File: config.mk
export PLATFORM = sky130hd
export DESIGN_NAME = adc_capture_top
export DESIGN_NICKNAME = d
export VERILOG_FILES = /design/src/capture_pkg.sv /design/src/capture_ctrl.sv /design/src/frame_assembler.sv /design/src/sample_fifo.sv /design/src/stream_out.sv /design/src/adc_capture_top.sv
export SDC_FILE = /design/constraint.sdc
export NUM_CORES = 2
export LEC_CHECK = 0
export BUFFER_PORTS_ARGS = -buffer_cell sky130_fd_sc_hd__buf_2
export CORE_ASPECT_RATIO = 0.6
export CORE_UTILIZATION = 57
export CTS_BUF_LIST = sky130_fd_sc_hd__clkbuf_4
export CTS_CLUSTER_DIAMETER = 80
export DETAILED_ROUTE_END_ITERATION = 12
export PLACE_DENSITY = 0.83
export SETUP_SLACK_MARGIN = 0.15
export SLEW_MARGIN = 20
export SYNTH_ARGS = -nofsm -noshare
export SYNTH_HDL_FRONTEND = slang
export SYNTH_MEMORY_MAX_BITS = 65536
export SYNTH_SLANG_ARGS = --single-unit
File: constraint.sdc
create_clock -name clk_245_76MHz -period 9 [get_ports clk_245_76MHz]
set_input_delay 1.8 -clock clk_245_76MHz [delete_from_list [all_inputs] [get_ports clk_245_76MHz]]
set_output_delay 1.8 -clock clk_245_76MHz [all_outputs]
set_load 0.005 [all_outputs]
File: src/capture_pkg.sv
`default_nettype none

package capture_pkg;

  // defaults picked up by the top level
  parameter int unsigned DEFAULT_DDS_LATENCY = 2;   // dac waveform latency, cycles
  parameter int unsigned DEFAULT_FIFO_DEPTH  = 64;  // frame words
  parameter int unsigned CNT_W               = 32;  // sample and global counters

  // route fields inside the 32-bit control word
  parameter int unsigned ROUTE_SEL_W     = 2;
  parameter int unsigned ROUTE_LOWER_LSB = 0;  // bits 1:0
  parameter int unsigned ROUTE_UPPER_LSB = 4;  // bits 5:4

  // one adc or dac sample, i in the upper half
  typedef struct packed {
    logic [15:0] i;
    logic [15:0] q;
  } iq_sample_t;

  // source of one 32-bit half of a data word
  typedef enum logic [ROUTE_SEL_W-1:0] {
    ROUTE_ADC_IQ     = 2'd0,
    ROUTE_DAC_IQ     = 2'd1,
    ROUTE_SAMPLE_CNT = 2'd2,
    ROUTE_GLOBAL_CNT = 2'd3
  } route_sel_e;

  typedef struct packed {
    route_sel_e route_upper;  // from control word 5:4
    route_sel_e route_lower;  // from control word 1:0
  } route_ctrl_t;

  // word as it is written into the fifo
  typedef struct packed {
    logic [63:0] data;
    logic        last;   // trailer only
  } frame_word_t;

  // frame markers from the capture control
  typedef struct packed {
    logic active;  // level, synchronized enable
    logic first;   // one cycle, header slot
    logic last;    // one cycle, trailer slot
  } frame_mark_t;

endpackage

`default_nettype wire

File: src/capture_ctrl.sv
`default_nettype none

module capture_ctrl #(
  parameter int unsigned DDS_LATENCY = capture_pkg::DEFAULT_DDS_LATENCY
) (
  input  wire logic                     clk_245_76MHz,
  input  wire logic                     cpu_reset,
  input  wire logic                     adc_enable_i,
  input  wire logic                     chirp_init_i,
  output capture_pkg::frame_mark_t      mark_o
);

  // wide enough to hold the latency, never zero width
  localparam int unsigned LAT_W = (DDS_LATENCY > 0) ? $clog2(DDS_LATENCY + 1) : 1;

  logic             enable_r;    // first sync stage
  logic             enable_rr;   // second stage, frame level
  logic [LAT_W-1:0] hold_cnt;    // hold-off while dac latency drains
  logic             hold_zero;
  logic             first_r;
  logic             last_w;

  assign hold_zero = (hold_cnt == '0);

  // enable synchronizer
  // the second stage only follows once the hold-off has run out
  always_ff @(posedge clk_245_76MHz) begin
    if (cpu_reset) begin
      enable_r  <= 1'b0;
      enable_rr <= 1'b0;
    end else begin
      enable_r <= adc_enable_i;
      if (hold_zero) begin
        enable_rr <= enable_r;
      end
    end
  end

  // reload on chirp init or a falling enable, then count down
  always_ff @(posedge clk_245_76MHz) begin
    if (cpu_reset) begin
      hold_cnt <= '0;
    end else if (chirp_init_i) begin
      hold_cnt <= LAT_W'(DDS_LATENCY);
    end else if (enable_r && !adc_enable_i) begin
      hold_cnt <= LAT_W'(DDS_LATENCY);  // enable just dropped
    end else if (!hold_zero) begin
      hold_cnt <= hold_cnt - 1'b1;
    end
  end

  // header pulse lands on the first cycle that active is high
  always_ff @(posedge clk_245_76MHz) begin
    if (cpu_reset) begin
      first_r <= 1'b0;
    end else begin
      first_r <= hold_zero && enable_r && !enable_rr;
    end
  end

  // trailer slot is the last active cycle
  assign last_w = hold_zero && enable_rr && !enable_r;

  always_comb begin
    mark_o.active = enable_rr;
    mark_o.first  = first_r;
    mark_o.last   = last_w;
  end

endmodule

`default_nettype wire

File: src/frame_assembler.sv
`default_nettype none

module frame_assembler (
  input  wire logic                     clk_245_76MHz,
  input  wire logic                     cpu_reset,
  input  capture_pkg::frame_mark_t      mark_i,
  input  capture_pkg::iq_sample_t       adc_iq_i,
  input  capture_pkg::iq_sample_t       dac_iq_i,
  input  wire logic                     adc_valid_i,
  input  wire logic [31:0]              control_word_i,
  output logic                          wr_o,
  output capture_pkg::frame_word_t      word_o
);

  import capture_pkg::*;

  logic [CNT_W-1:0] sample_cnt;   // data words written
  logic [CNT_W-1:0] glbl_cnt;     // free running cycle count
  route_ctrl_t      route_q;
  logic             marker;       // header or trailer slot
  logic             data_wr;
  logic [31:0]      upper_w;
  logic [31:0]      lower_w;

  // pick one 32-bit source for a half word
  function automatic logic [31:0] route_mux(
    input route_sel_e  sel,
    input logic [31:0] adc,
    input logic [31:0] dac,
    input logic [31:0] scnt,
    input logic [31:0] gcnt
  );
    logic [31:0] res;
    case (sel)
      ROUTE_ADC_IQ:     res = adc;
      ROUTE_DAC_IQ:     res = dac;
      ROUTE_SAMPLE_CNT: res = scnt;
      default:          res = gcnt;  // global counter
    endcase
    return res;
  endfunction

  // selectors take effect one cycle after the control word
  always_ff @(posedge clk_245_76MHz) begin
    if (cpu_reset) begin
      route_q <= '{route_upper: ROUTE_ADC_IQ, route_lower: ROUTE_ADC_IQ};
    end else begin
      route_q.route_lower <= route_sel_e'(control_word_i[ROUTE_LOWER_LSB +: ROUTE_SEL_W]);
      route_q.route_upper <= route_sel_e'(control_word_i[ROUTE_UPPER_LSB +: ROUTE_SEL_W]);
    end
  end

  assign marker  = mark_i.first | mark_i.last;
  assign data_wr = mark_i.active & adc_valid_i & ~marker;  // markers take the slot

  always_ff @(posedge clk_245_76MHz) begin
    if (cpu_reset) begin
      sample_cnt <= '0;
      glbl_cnt   <= '0;
    end else begin
      glbl_cnt <= glbl_cnt + 1'b1;
      if (data_wr) begin
        sample_cnt <= sample_cnt + 1'b1;
      end
    end
  end

  assign upper_w = route_mux(route_q.route_upper, adc_iq_i, dac_iq_i,
                             32'(sample_cnt), 32'(glbl_cnt));
  assign lower_w = route_mux(route_q.route_lower, adc_iq_i, dac_iq_i,
                             32'(sample_cnt), 32'(glbl_cnt));

  // header and trailer carry {global, samples} before this cycle's increment
  always_comb begin
    wr_o        = data_wr | marker;
    word_o.last = mark_i.last;
    if (marker) begin
      word_o.data = {32'(glbl_cnt), 32'(sample_cnt)};
    end else begin
      word_o.data = {upper_w, lower_w};
    end
  end

endmodule

`default_nettype wire

File: src/sample_fifo.sv
`default_nettype none

module sample_fifo #(
  parameter int unsigned DEPTH = capture_pkg::DEFAULT_FIFO_DEPTH
) (
  input  wire logic                     clk_245_76MHz,
  input  wire logic                     cpu_reset,
  input  wire logic                     wr_i,
  input  capture_pkg::frame_word_t      word_i,
  input  wire logic                     pop_i,
  output capture_pkg::frame_word_t      word_o,
  output logic                          empty_o,
  output logic                          overflow_o
);

  import capture_pkg::*;

  localparam int unsigned AW = (DEPTH > 1) ? $clog2(DEPTH) : 1;

  frame_word_t   mem [DEPTH];   // no reset on storage
  logic [AW-1:0] wr_ptr;
  logic [AW-1:0] rd_ptr;
  logic [AW:0]   fill;          // words held
  logic          full;
  logic          do_wr;
  logic          do_rd;

  // circular increment, depth need not be a power of two
  function automatic logic [AW-1:0] ptr_next(input logic [AW-1:0] ptr);
    return (ptr == AW'(DEPTH - 1)) ? '0 : ptr + 1'b1;
  endfunction

  assign full    = (fill == (AW+1)'(DEPTH));
  assign empty_o = (fill == '0);
  assign do_wr   = wr_i & ~full;     // write when full is lost
  assign do_rd   = pop_i & ~empty_o;

  always_ff @(posedge clk_245_76MHz) begin
    if (do_wr) begin
      mem[wr_ptr] <= word_i;
    end
  end

  always_ff @(posedge clk_245_76MHz) begin
    if (cpu_reset) begin
      wr_ptr     <= '0;
      rd_ptr     <= '0;
      fill       <= '0;
      overflow_o <= 1'b0;
    end else begin
      if (do_wr) wr_ptr <= ptr_next(wr_ptr);
      if (do_rd) rd_ptr <= ptr_next(rd_ptr);
      case ({do_wr, do_rd})
        2'b10:   fill <= fill + 1'b1;
        2'b01:   fill <= fill - 1'b1;
        default: fill <= fill;  // both or neither
      endcase
      if (wr_i && full) begin
        overflow_o <= 1'b1;  // sticky until reset
      end
    end
  end

  assign word_o = mem[rd_ptr];  // head word

endmodule

`default_nettype wire

File: src/stream_out.sv
`default_nettype none

module stream_out (
  input  wire logic                     clk_245_76MHz,
  input  wire logic                     cpu_reset,
  input  capture_pkg::frame_word_t      word_i,
  input  wire logic                     empty_i,
  output logic                          pop_o,
  output logic                          m_valid_o,
  output logic [63:0]                   m_data_o,
  output logic                          m_last_o,
  input  wire logic                     m_ready_i
);

  logic valid_q;
  logic [63:0] data_q;
  logic last_q;

  // refill when the register is free or its word leaves this cycle
  assign pop_o = ~empty_i & (~valid_q | m_ready_i);

  always_ff @(posedge clk_245_76MHz) begin
    if (cpu_reset) begin
      valid_q <= 1'b0;
    end else if (pop_o) begin
      valid_q <= 1'b1;
    end else if (m_ready_i) begin
      valid_q <= 1'b0;  // accepted, nothing behind it
    end
  end

  // payload only moves on a pop, held under back-pressure
  always_ff @(posedge clk_245_76MHz) begin
    if (pop_o) begin
      data_q <= word_i.data;
      last_q <= word_i.last;
    end
  end

  assign m_valid_o = valid_q;
  assign m_data_o  = data_q;
  assign m_last_o  = last_q;

endmodule

`default_nettype wire

File: src/adc_capture_top.sv
`default_nettype none

module adc_capture_top #(
  parameter int unsigned DDS_LATENCY = capture_pkg::DEFAULT_DDS_LATENCY,
  parameter int unsigned FIFO_DEPTH  = capture_pkg::DEFAULT_FIFO_DEPTH
) (
  input  wire logic                     clk_245_76MHz,
  input  wire logic                     cpu_reset,
  input  wire logic                     adc_enable_i,
  input  wire logic                     chirp_init_i,
  input  capture_pkg::iq_sample_t       adc_iq_i,
  input  capture_pkg::iq_sample_t       dac_iq_i,
  input  wire logic                     adc_valid_i,
  input  wire logic [31:0]              control_word_i,
  output logic                          m_valid_o,
  output logic [63:0]                   m_data_o,
  output logic                          m_last_o,
  input  wire logic                     m_ready_i,
  output logic                          overflow_o
);

  import capture_pkg::*;

  frame_mark_t mark;
  frame_word_t wr_word;   // assembler to fifo
  frame_word_t head_word; // fifo head to output stage
  logic        wr;
  logic        fifo_empty;
  logic        pop;

  capture_ctrl #(
    .DDS_LATENCY (DDS_LATENCY)
  ) capture_ctrl_i (
    .clk_245_76MHz (clk_245_76MHz),
    .cpu_reset     (cpu_reset),
    .adc_enable_i  (adc_enable_i),
    .chirp_init_i  (chirp_init_i),
    .mark_o        (mark)
  );

  frame_assembler frame_assembler_i (
    .clk_245_76MHz  (clk_245_76MHz),
    .cpu_reset      (cpu_reset),
    .mark_i         (mark),
    .adc_iq_i       (adc_iq_i),
    .dac_iq_i       (dac_iq_i),
    .adc_valid_i    (adc_valid_i),
    .control_word_i (control_word_i),
    .wr_o           (wr),
    .word_o         (wr_word)
  );

  sample_fifo #(
    .DEPTH (FIFO_DEPTH)
  ) sample_fifo_i (
    .clk_245_76MHz (clk_245_76MHz),
    .cpu_reset     (cpu_reset),
    .wr_i          (wr),
    .word_i        (wr_word),
    .pop_i         (pop),
    .word_o        (head_word),
    .empty_o       (fifo_empty),
    .overflow_o    (overflow_o)
  );

  // two cycles from write to output with ready high
  stream_out stream_out_i (
    .clk_245_76MHz (clk_245_76MHz),
    .cpu_reset     (cpu_reset),
    .word_i        (head_word),
    .empty_i       (fifo_empty),
    .pop_o         (pop),
    .m_valid_o     (m_valid_o),
    .m_data_o      (m_data_o),
    .m_last_o      (m_last_o),
    .m_ready_i     (m_ready_i)
  );

endmodule

`default_nettype wire

Yosys cells after proc, flatten, opt, wreduce, memory -nomap -nowiden --
Memories as Yosys holds them, arrays and structs flattened. A register that Yosys moved wholly into a read port is not among the register bits. Index checks and enable logic that the tools add are counted.
Storage, ports and cells: memories kept 1, flip-flop bits (word level) 94, bits of input ports 102, logic and storage cells 73, output and inout port bits 67, RAM bits 4160
Memory list:
- sample_fifo_i.mem | depth 64, bits a word 65, read ports 1, clocked after Yosys merged registers in 1, write ports 1, line sample_fifo.sv:20 | frame_word_t mem [DEPTH];
Cells by class: reduce and logical (&&, ||, !) cells 16, eq/ne operators 10, multiplexer cells 13, bitwise operators 12, $add $sub $neg 7
Operator list (number):
- $pmux W32 S3 | 2
- $add A32 B1 Y32 const B | 2
- $mux W64 | 1
- $pmux W7 S2 | 1
- $add A6 B1 Y6 const B | 2
- $eq A6 B6 Y1 const B | 2
- $mux W6 | 2
- $add A7 B1 Y7 const B | 1
- $eq A7 B7 Y1 const B | 1
- $logic_not A7 Y1 | 1
- $sub A7 B1 Y7 const B | 1
- $eq A2 B1 Y1 const B | 3
- $eq A2 B2 Y1 const B | 3
- $logic_and A1 B1 Y1 | 6
- $logic_not A2 Y1 | 3
- $mux W2 | 3
- $and A1 B1 Y1 | 5
- $mux W1 | 4
- $not A1 Y1 | 4
- $reduce_bool A2 Y1 | 2
- $logic_not A1 Y1 | 3
- $ne A3 B3 Y1 const B | 1
- $or A1 B1 Y1 | 3
- $reduce_or A3 Y1 | 1
- $sub A2 B1 Y2 const B | 1

Logic depth before layout (Yosys ltp) --
word-level depth 10, depth in mapped cells 11

Cells and area by module --
A second synthesis with hierarchy kept.
Second synthesis, totals: cells, all modules 7464, area, all modules 165149.6 um^2
By module, submodules not included:
- sample_fifo | area an instance 157893.9 um^2, instances 1, sequential area each 125440.3 um^2, cells each 6703
- frame_assembler | area an instance 5044.8 um^2, instances 1, sequential area each 1361.3 um^2, cells each 671
- stream_out | area an instance 2008.2 um^2, instances 1, sequential area each 1971.9 um^2, cells each 69
- capture_ctrl | area an instance 202.7 um^2, instances 1, sequential area each 100.1 um^2, cells each 21

Least setup slack after synthesis --
No wires, ideal clock.
path type input to register, start point input m_ready_i, end point register sample_fifo_i.fill[6], setup time 0.121 ns, setup slack 1.477 ns, path buffers 0, cell stages on the path 9, data arrival time 7.402 ns, cells stage by stage inv_1 > a32oi_1 > ha_1 > ha_1 > nor2b_1 > o21a_1 > o21a_1 > o211ai_1 > mux2_2
On the way: longest elaborated chain between the ends 5, elaborated cells between the ends (all ways) 7, those cells by class eq/ne (2); mux (1); bitwise (3); reduce/logical (1)
Ends and longest elaborated chain:
- start: declaration | line adc_capture_top.sv:18 | input wire logic m_ready_i,
- $or A1 B1 Y1 * | line stream_out.sv:20 | assign pop_o = ~empty_i & (~valid_q | m_ready_i);
- $and A1 B1 Y1 * | line stream_out.sv:20
- via pop | line adc_capture_top.sv:29 | logic pop;
- $and A1 B1 Y1 * | line sample_fifo.sv:36 | assign do_rd = pop_i & ~empty_o;
- $eq A2 B1 Y1 / $eq A2 B2 Y1 (equally long branches) | line sample_fifo.sv:53 | case ({do_wr, do_rd})
- $pmux W7 S2 / $reduce_bool A2 Y1 (equally long branches)
- end signal: assignment | line sample_fifo.sv:54 | 2'b10: fill <= fill + 1'b1;
- end signal: assignment | line sample_fifo.sv:55 | 2'b01: fill <= fill - 1'b1;
- end signal: assignment | line sample_fifo.sv:56 | default: fill <= fill;
- end: declaration | line sample_fifo.sv:23 | logic [AW:0] fill;
The timed path passes the listed nets; every way through them passes the cells marked *. A chain may end at the register's enable or synchronous reset.

Final worst setup path --
start point register capture_ctrl_i.enable_r, end point memory sample_fifo_i.mem[16][51] (netlist bit) (enable)
On the way: longest elaborated chain between the ends 9
Ends and longest elaborated chain:
- start: declaration | line capture_ctrl.sv:16 | logic enable_r;
- start signal: assignment | line capture_ctrl.sv:32 | enable_r <= adc_enable_i;
- $logic_not A1 Y1 * | line capture_ctrl.sv:62 | assign last_w = hold_zero && enable_rr && !enable_r;
- $logic_and A1 B1 Y1 * | line capture_ctrl.sv:62
- via capture_ctrl_i.last_w | line capture_ctrl.sv:21 | logic last_w;
- $or A1 B1 Y1 * | line frame_assembler.sv:53 | assign marker = mark_i.first | mark_i.last;
- $not A1 Y1 | line frame_assembler.sv:54 | assign data_wr = mark_i.active & adc_valid_i & ~marker;
- $and A1 B1 Y1 | line frame_assembler.sv:54
- $or A1 B1 Y1 * | line frame_assembler.sv:75 | wr_o = data_wr | marker;
- $and A1 B1 Y1 * | line sample_fifo.sv:35 | assign do_wr = wr_i & ~full;
- $mux W1 * | line sample_fifo.sv:39 | if (do_wr) begin
- $mux W1 (implied by the code) * | line sample_fifo.sv:40 | mem[wr_ptr] <= word_i;
- end: declaration | line sample_fifo.sv:20
Marks and branches as above.

==> qor.csv <==
stage,metric,value,unit
critical_path,R2R Setup Slk,3.72,ns
logic_synthesis,Yosys Warn Count,0,
final_layout,Post-Route Utilization,63.8,%
sta,Final Hold Viols,0,
final_layout,layout cells sized above 1,32.6,%
pwr,PD cells,261,mW/mm^2
logic_synthesis,post-synthesis sequential area ratio,77.9,%
critical_path,RR Endpoint,sample_fifo_i.mem[16][51],
floorplanning,initial cell density of the core,57.6,%
cts,Num CTS Buffers,887,
run_status,status,finished clean,
critical_path,critical path type,flip-flop to flip-flop,
detailed_routing,initial drt markers,16402,
logic_synthesis,Adder-Cell Fraction of Synth Area,0.0878,%
floorplanning,Core ar.,0.287,mm^2
cts,Root Driver,clkbuf_4,
final_layout,P&R area growth vs syn,10.9,%
final_layout,fill count,17919,
floorplanning,num ports,169,
logic_synthesis,syn avg cell area,22.0,um^2
critical_path,Crit Path Max Fanout,67,
cts,post_cts resized,0,
detailed_routing,WL/cell,35.7,um
logic_synthesis,largest family of logic cells by synthesized area,multiplexers,
logic_synthesis,"Async S/R FF share, synth",0,%
logic_synthesis,ys flop type,edfxtp_1,
cts,CTS max path bufs,4,
critical_path,CP Data Arrival Time,6.32,ns
logic_synthesis,mux cell area share after synthesis,14.9,%
sta,relative slew slack,14.6,%
cts,CTS hold repair buffers,0,
critical_path,Worst Path Required,10.03,ns
worst_hold_path,Hold Crit Start,sample_fifo_i.fill[3],
detailed_routing,antenna-violating nets left,0,
pwr,Peak VDD IR,0.000402,V
job,Max-cap violations,0,
cts,clk_lat worst skew,1.50,ns
detailed_routing,Vias,90328,
cts,H-tree Lvls,6,
cts,Clock Pin Slew Worst Setup and Hold Paths,0.07,ns
detailed_routing,total wire length,459000,um
floorplanning,row count,152,
detailed_routing,DR vias/cell,7.03,
sta,Final period util,58.7,%
floorplanning,die height,419,um
placed_design,port buffer count,140,
logic_synthesis,count of cell types in the netlist,62,
sta,Final Hold Slack,0.501,ns
grt,pin count of the biggest net entering global routing,167,
worst_hold_path,Hold Path Class,flip-flop to flip-flop,
grt,Total GRT Usage,31.1,%
detailed_routing,TritonRoute pass-1 iters,9,
floorplanning,die area,0.292,mm^2
sta,setup TNS,0,ns
floorplanning,die width,697,um
sta,Clock Skews,0.145,ns
critical_path,crit end category,flip-flop,
worst_hold_path,worst hold path cell count,2,
critical_path,worst r2r path cells,7,
detailed_routing,DR DRC count,0,
logic_synthesis,Syn Inst Count,7520,
sta,actual slew at the worst max-slew pin,1.28,ns
logic_synthesis,Post-Synth Simple-Gate Area,1.39,%
logic_synthesis,area of the mapped netlist,0.165,mm^2
cts,total setup buffers inserted after CTS,0,
sta,Final setup viols,0,
cts,clock tree sinks,4319,
logic_synthesis,"EDFF count, synth",4225,
logic_synthesis,"Net Count, Synth",7633,
logic_synthesis,Compound-Gate Fraction of Synth Area,4.03,%
critical_path,Critical Path Source Type,flip-flop,
sta,Final Slew Violations,0,
worst_hold_path,Hold EP,sample_fifo_i.fill[3],
grt,vias in the first global route,89207,
grt,first-pass GRT wire length,639000,um
cts,CTS tree,done,
sta,Fmax,189,MHz
sta,post-route minimum period,5.28,ns
logic_synthesis,xor/xnor share of the synthesized area,0.307,%
logic_synthesis,Yosys reg bits,4319,
pwr,Pleak,57.1,nW
grt,initial antenna violation count,53,
placed_design,GPL Wtd Cong,0.879,
placed_design,DP Wirelength,260000,um
critical_path,Crit Reg-Reg Startpoint,capture_ctrl_i.enable_r,
grt,total grt overflow,0,
sta,unrepaired setup endpoints after global routing,no,
final_layout,final net count,8440,
-- stage by stage --
stage	worst slack [ns]	instance area [um^2]	instances	total power [mW]
finish	3.72	183000	12844	47.9
global route	3.75	183000	12823	49.3
floorplan	1.48	165000	7520	30.7
global placement	3.50	172000	11286	33.5
CTS	3.90	183000	12806	47.8
detailed placement	3.45	172000	11288	33.9
-- kinds of logic after synthesis --
kind of cell	count (synthesis)
multiplexers	1248
flip-flops	4319
adder cells (fa/ha/maj)	11
buffers and inverters	484
AND/OR/NAND/NOR	489
AO/OA/AOI/OAI	911
XOR/XNOR	58
-- state kept, by name (all words and copies together) (netlist names), 4 cells and up --
signal / flops
stream_out_i.m_data_o: 64
frame_assembler_i.sample_cnt: 32
sample_fifo_i.rd_ptr: 6
sample_fifo_i.fill: 7
frame_assembler_i.route_q: 4
sample_fifo_i.wr_ptr: 6
frame_assembler_i.glbl_cnt: 32
sample_fifo_i.mem: 4160
-- worst max path at each step --
| stage | start | to | slack, ns |
|---|---|---|---|
| 2_1_floorplan | m_ready_i | sample_fifo_i.fill[6] | 1.48 |
| 3_3_place_gp | adc_valid_i | sample_fifo_i.mem[16][2] | 3.50 |
| 3_5_place_dp | adc_valid_i | sample_fifo_i.mem[16][47] | 3.45 |
| 4_1_cts | capture_ctrl_i.enable_r | sample_fifo_i.mem[16][11] | 3.90 |
| 5_1_grt | capture_ctrl_i.enable_r | sample_fifo_i.mem[16][11] | 3.75 |
| 6_report | capture_ctrl_i.enable_r | sample_fifo_i.mem[16][51] | 3.72 |
-- synth_stat cells, drive strengths merged (7+ instances only) --
library cell | n | area share, %
mux4 | 971 | 13
or3 | 11 | 0.042
and3 | 9 | 0.034
nor2 | 268 | 0.61
and2 | 7 | 0.026
a22oi | 122 | 0.55
buf | 212 | 0.74
inv | 17 | 0.039
ha | 10 | 0.076
nand3b | 7 | 0.032
edfxtp | 4225 | 77
o22ai | 95 | 0.36
a211oi | 105 | 0.48
o221ai | 88 | 0.47
and4 | 10 | 0.053
nand4 | 23 | 0.087
xor2 | 31 | 0.16
a21oi | 177 | 0.54
o21ai | 36 | 0.11
clkbuf | 255 | 0.58
nand3 | 40 | 0.12
a22o | 130 | 0.69
xnor2 | 27 | 0.14
a221oi | 92 | 0.50
nor2b | 19 | 0.072
nand2 | 47 | 0.11
a211o | 45 | 0.24
nor4 | 16 | 0.064
nor3 | 11 | 0.033
mux2 | 39 | 0.27
mux2i | 238 | 1.4
dfxtp | 94 | 1.1
-- critical path: stages, from the launching register on --
cell     delay [ns]
dfxtp_1        0.39
nor4b_4        0.31
buf_4          0.62
a211o_2        0.40
nand2_1        0.26
or4_1          0.96
nor2_4         0.84
buf_4          0.97
-- layer usage --
metal  vias to the layer above  global-route usage (%)  wire length [um]
met5                         -                   0.623               172
met4                        26                    15.3             23700
met3                      1384                    13.1             84200
met2                      9235                    43.5            197000
met1                     45430                    42.4            154000
li1                      34253                       -                 -
-- power by group --
group          internal [mW]  switching [mW]
Sequential              22.9           0.233
Combinational           4.46            6.00
Clock                   6.86            7.38
Total                   34.3            13.6
-- area by class of cell --
class                           instances  area (um^2)  area share [%]
Sequential cell                      4319       129000            70.2
Multi-Input combinational cell       2717        35600            19.4
Clock buffer                         1293         9710            5.29
Tap cell                             3850         4820            2.63
Timing Repair Buffer                  385         2970            1.62
Clock inverter                        225         1250           0.680
Antenna cell                           38         95.1          0.0519
Inverter                               17         66.3          0.0362
-- layout by cell type (no fill, tap or decap), types with 23 or more instances in the layout --
| cell type | instances |
|---|---|
| a211o_1 | 44 |
| a211oi_1 | 104 |
| a21oi_1 | 112 |
| a21oi_4 | 64 |
| a221oi_1 | 90 |
| a22o_1 | 130 |
| a22oi_1 | 122 |
| buf_12 | 32 |
| buf_2 | 139 |
| buf_4 | 212 |
| clkbuf_4 | 1293 |
| clkinv_1 | 166 |
| dfxtp_1 | 86 |
| diode_2 | 38 |
| edfxtp_1 | 4225 |
| mux2_2 | 39 |
| mux2i_1 | 238 |
| mux4_2 | 971 |
| nand2_1 | 45 |
| nand3_1 | 39 |
| nand4_1 | 23 |
| nor2_1 | 201 |
| nor2_4 | 67 |
| o221ai_1 | 87 |
| o22ai_1 | 94 |
| xnor2_1 | 27 |
| xor2_1 | 31 |
No activity file was read; power rests on OpenSTA's default activity.
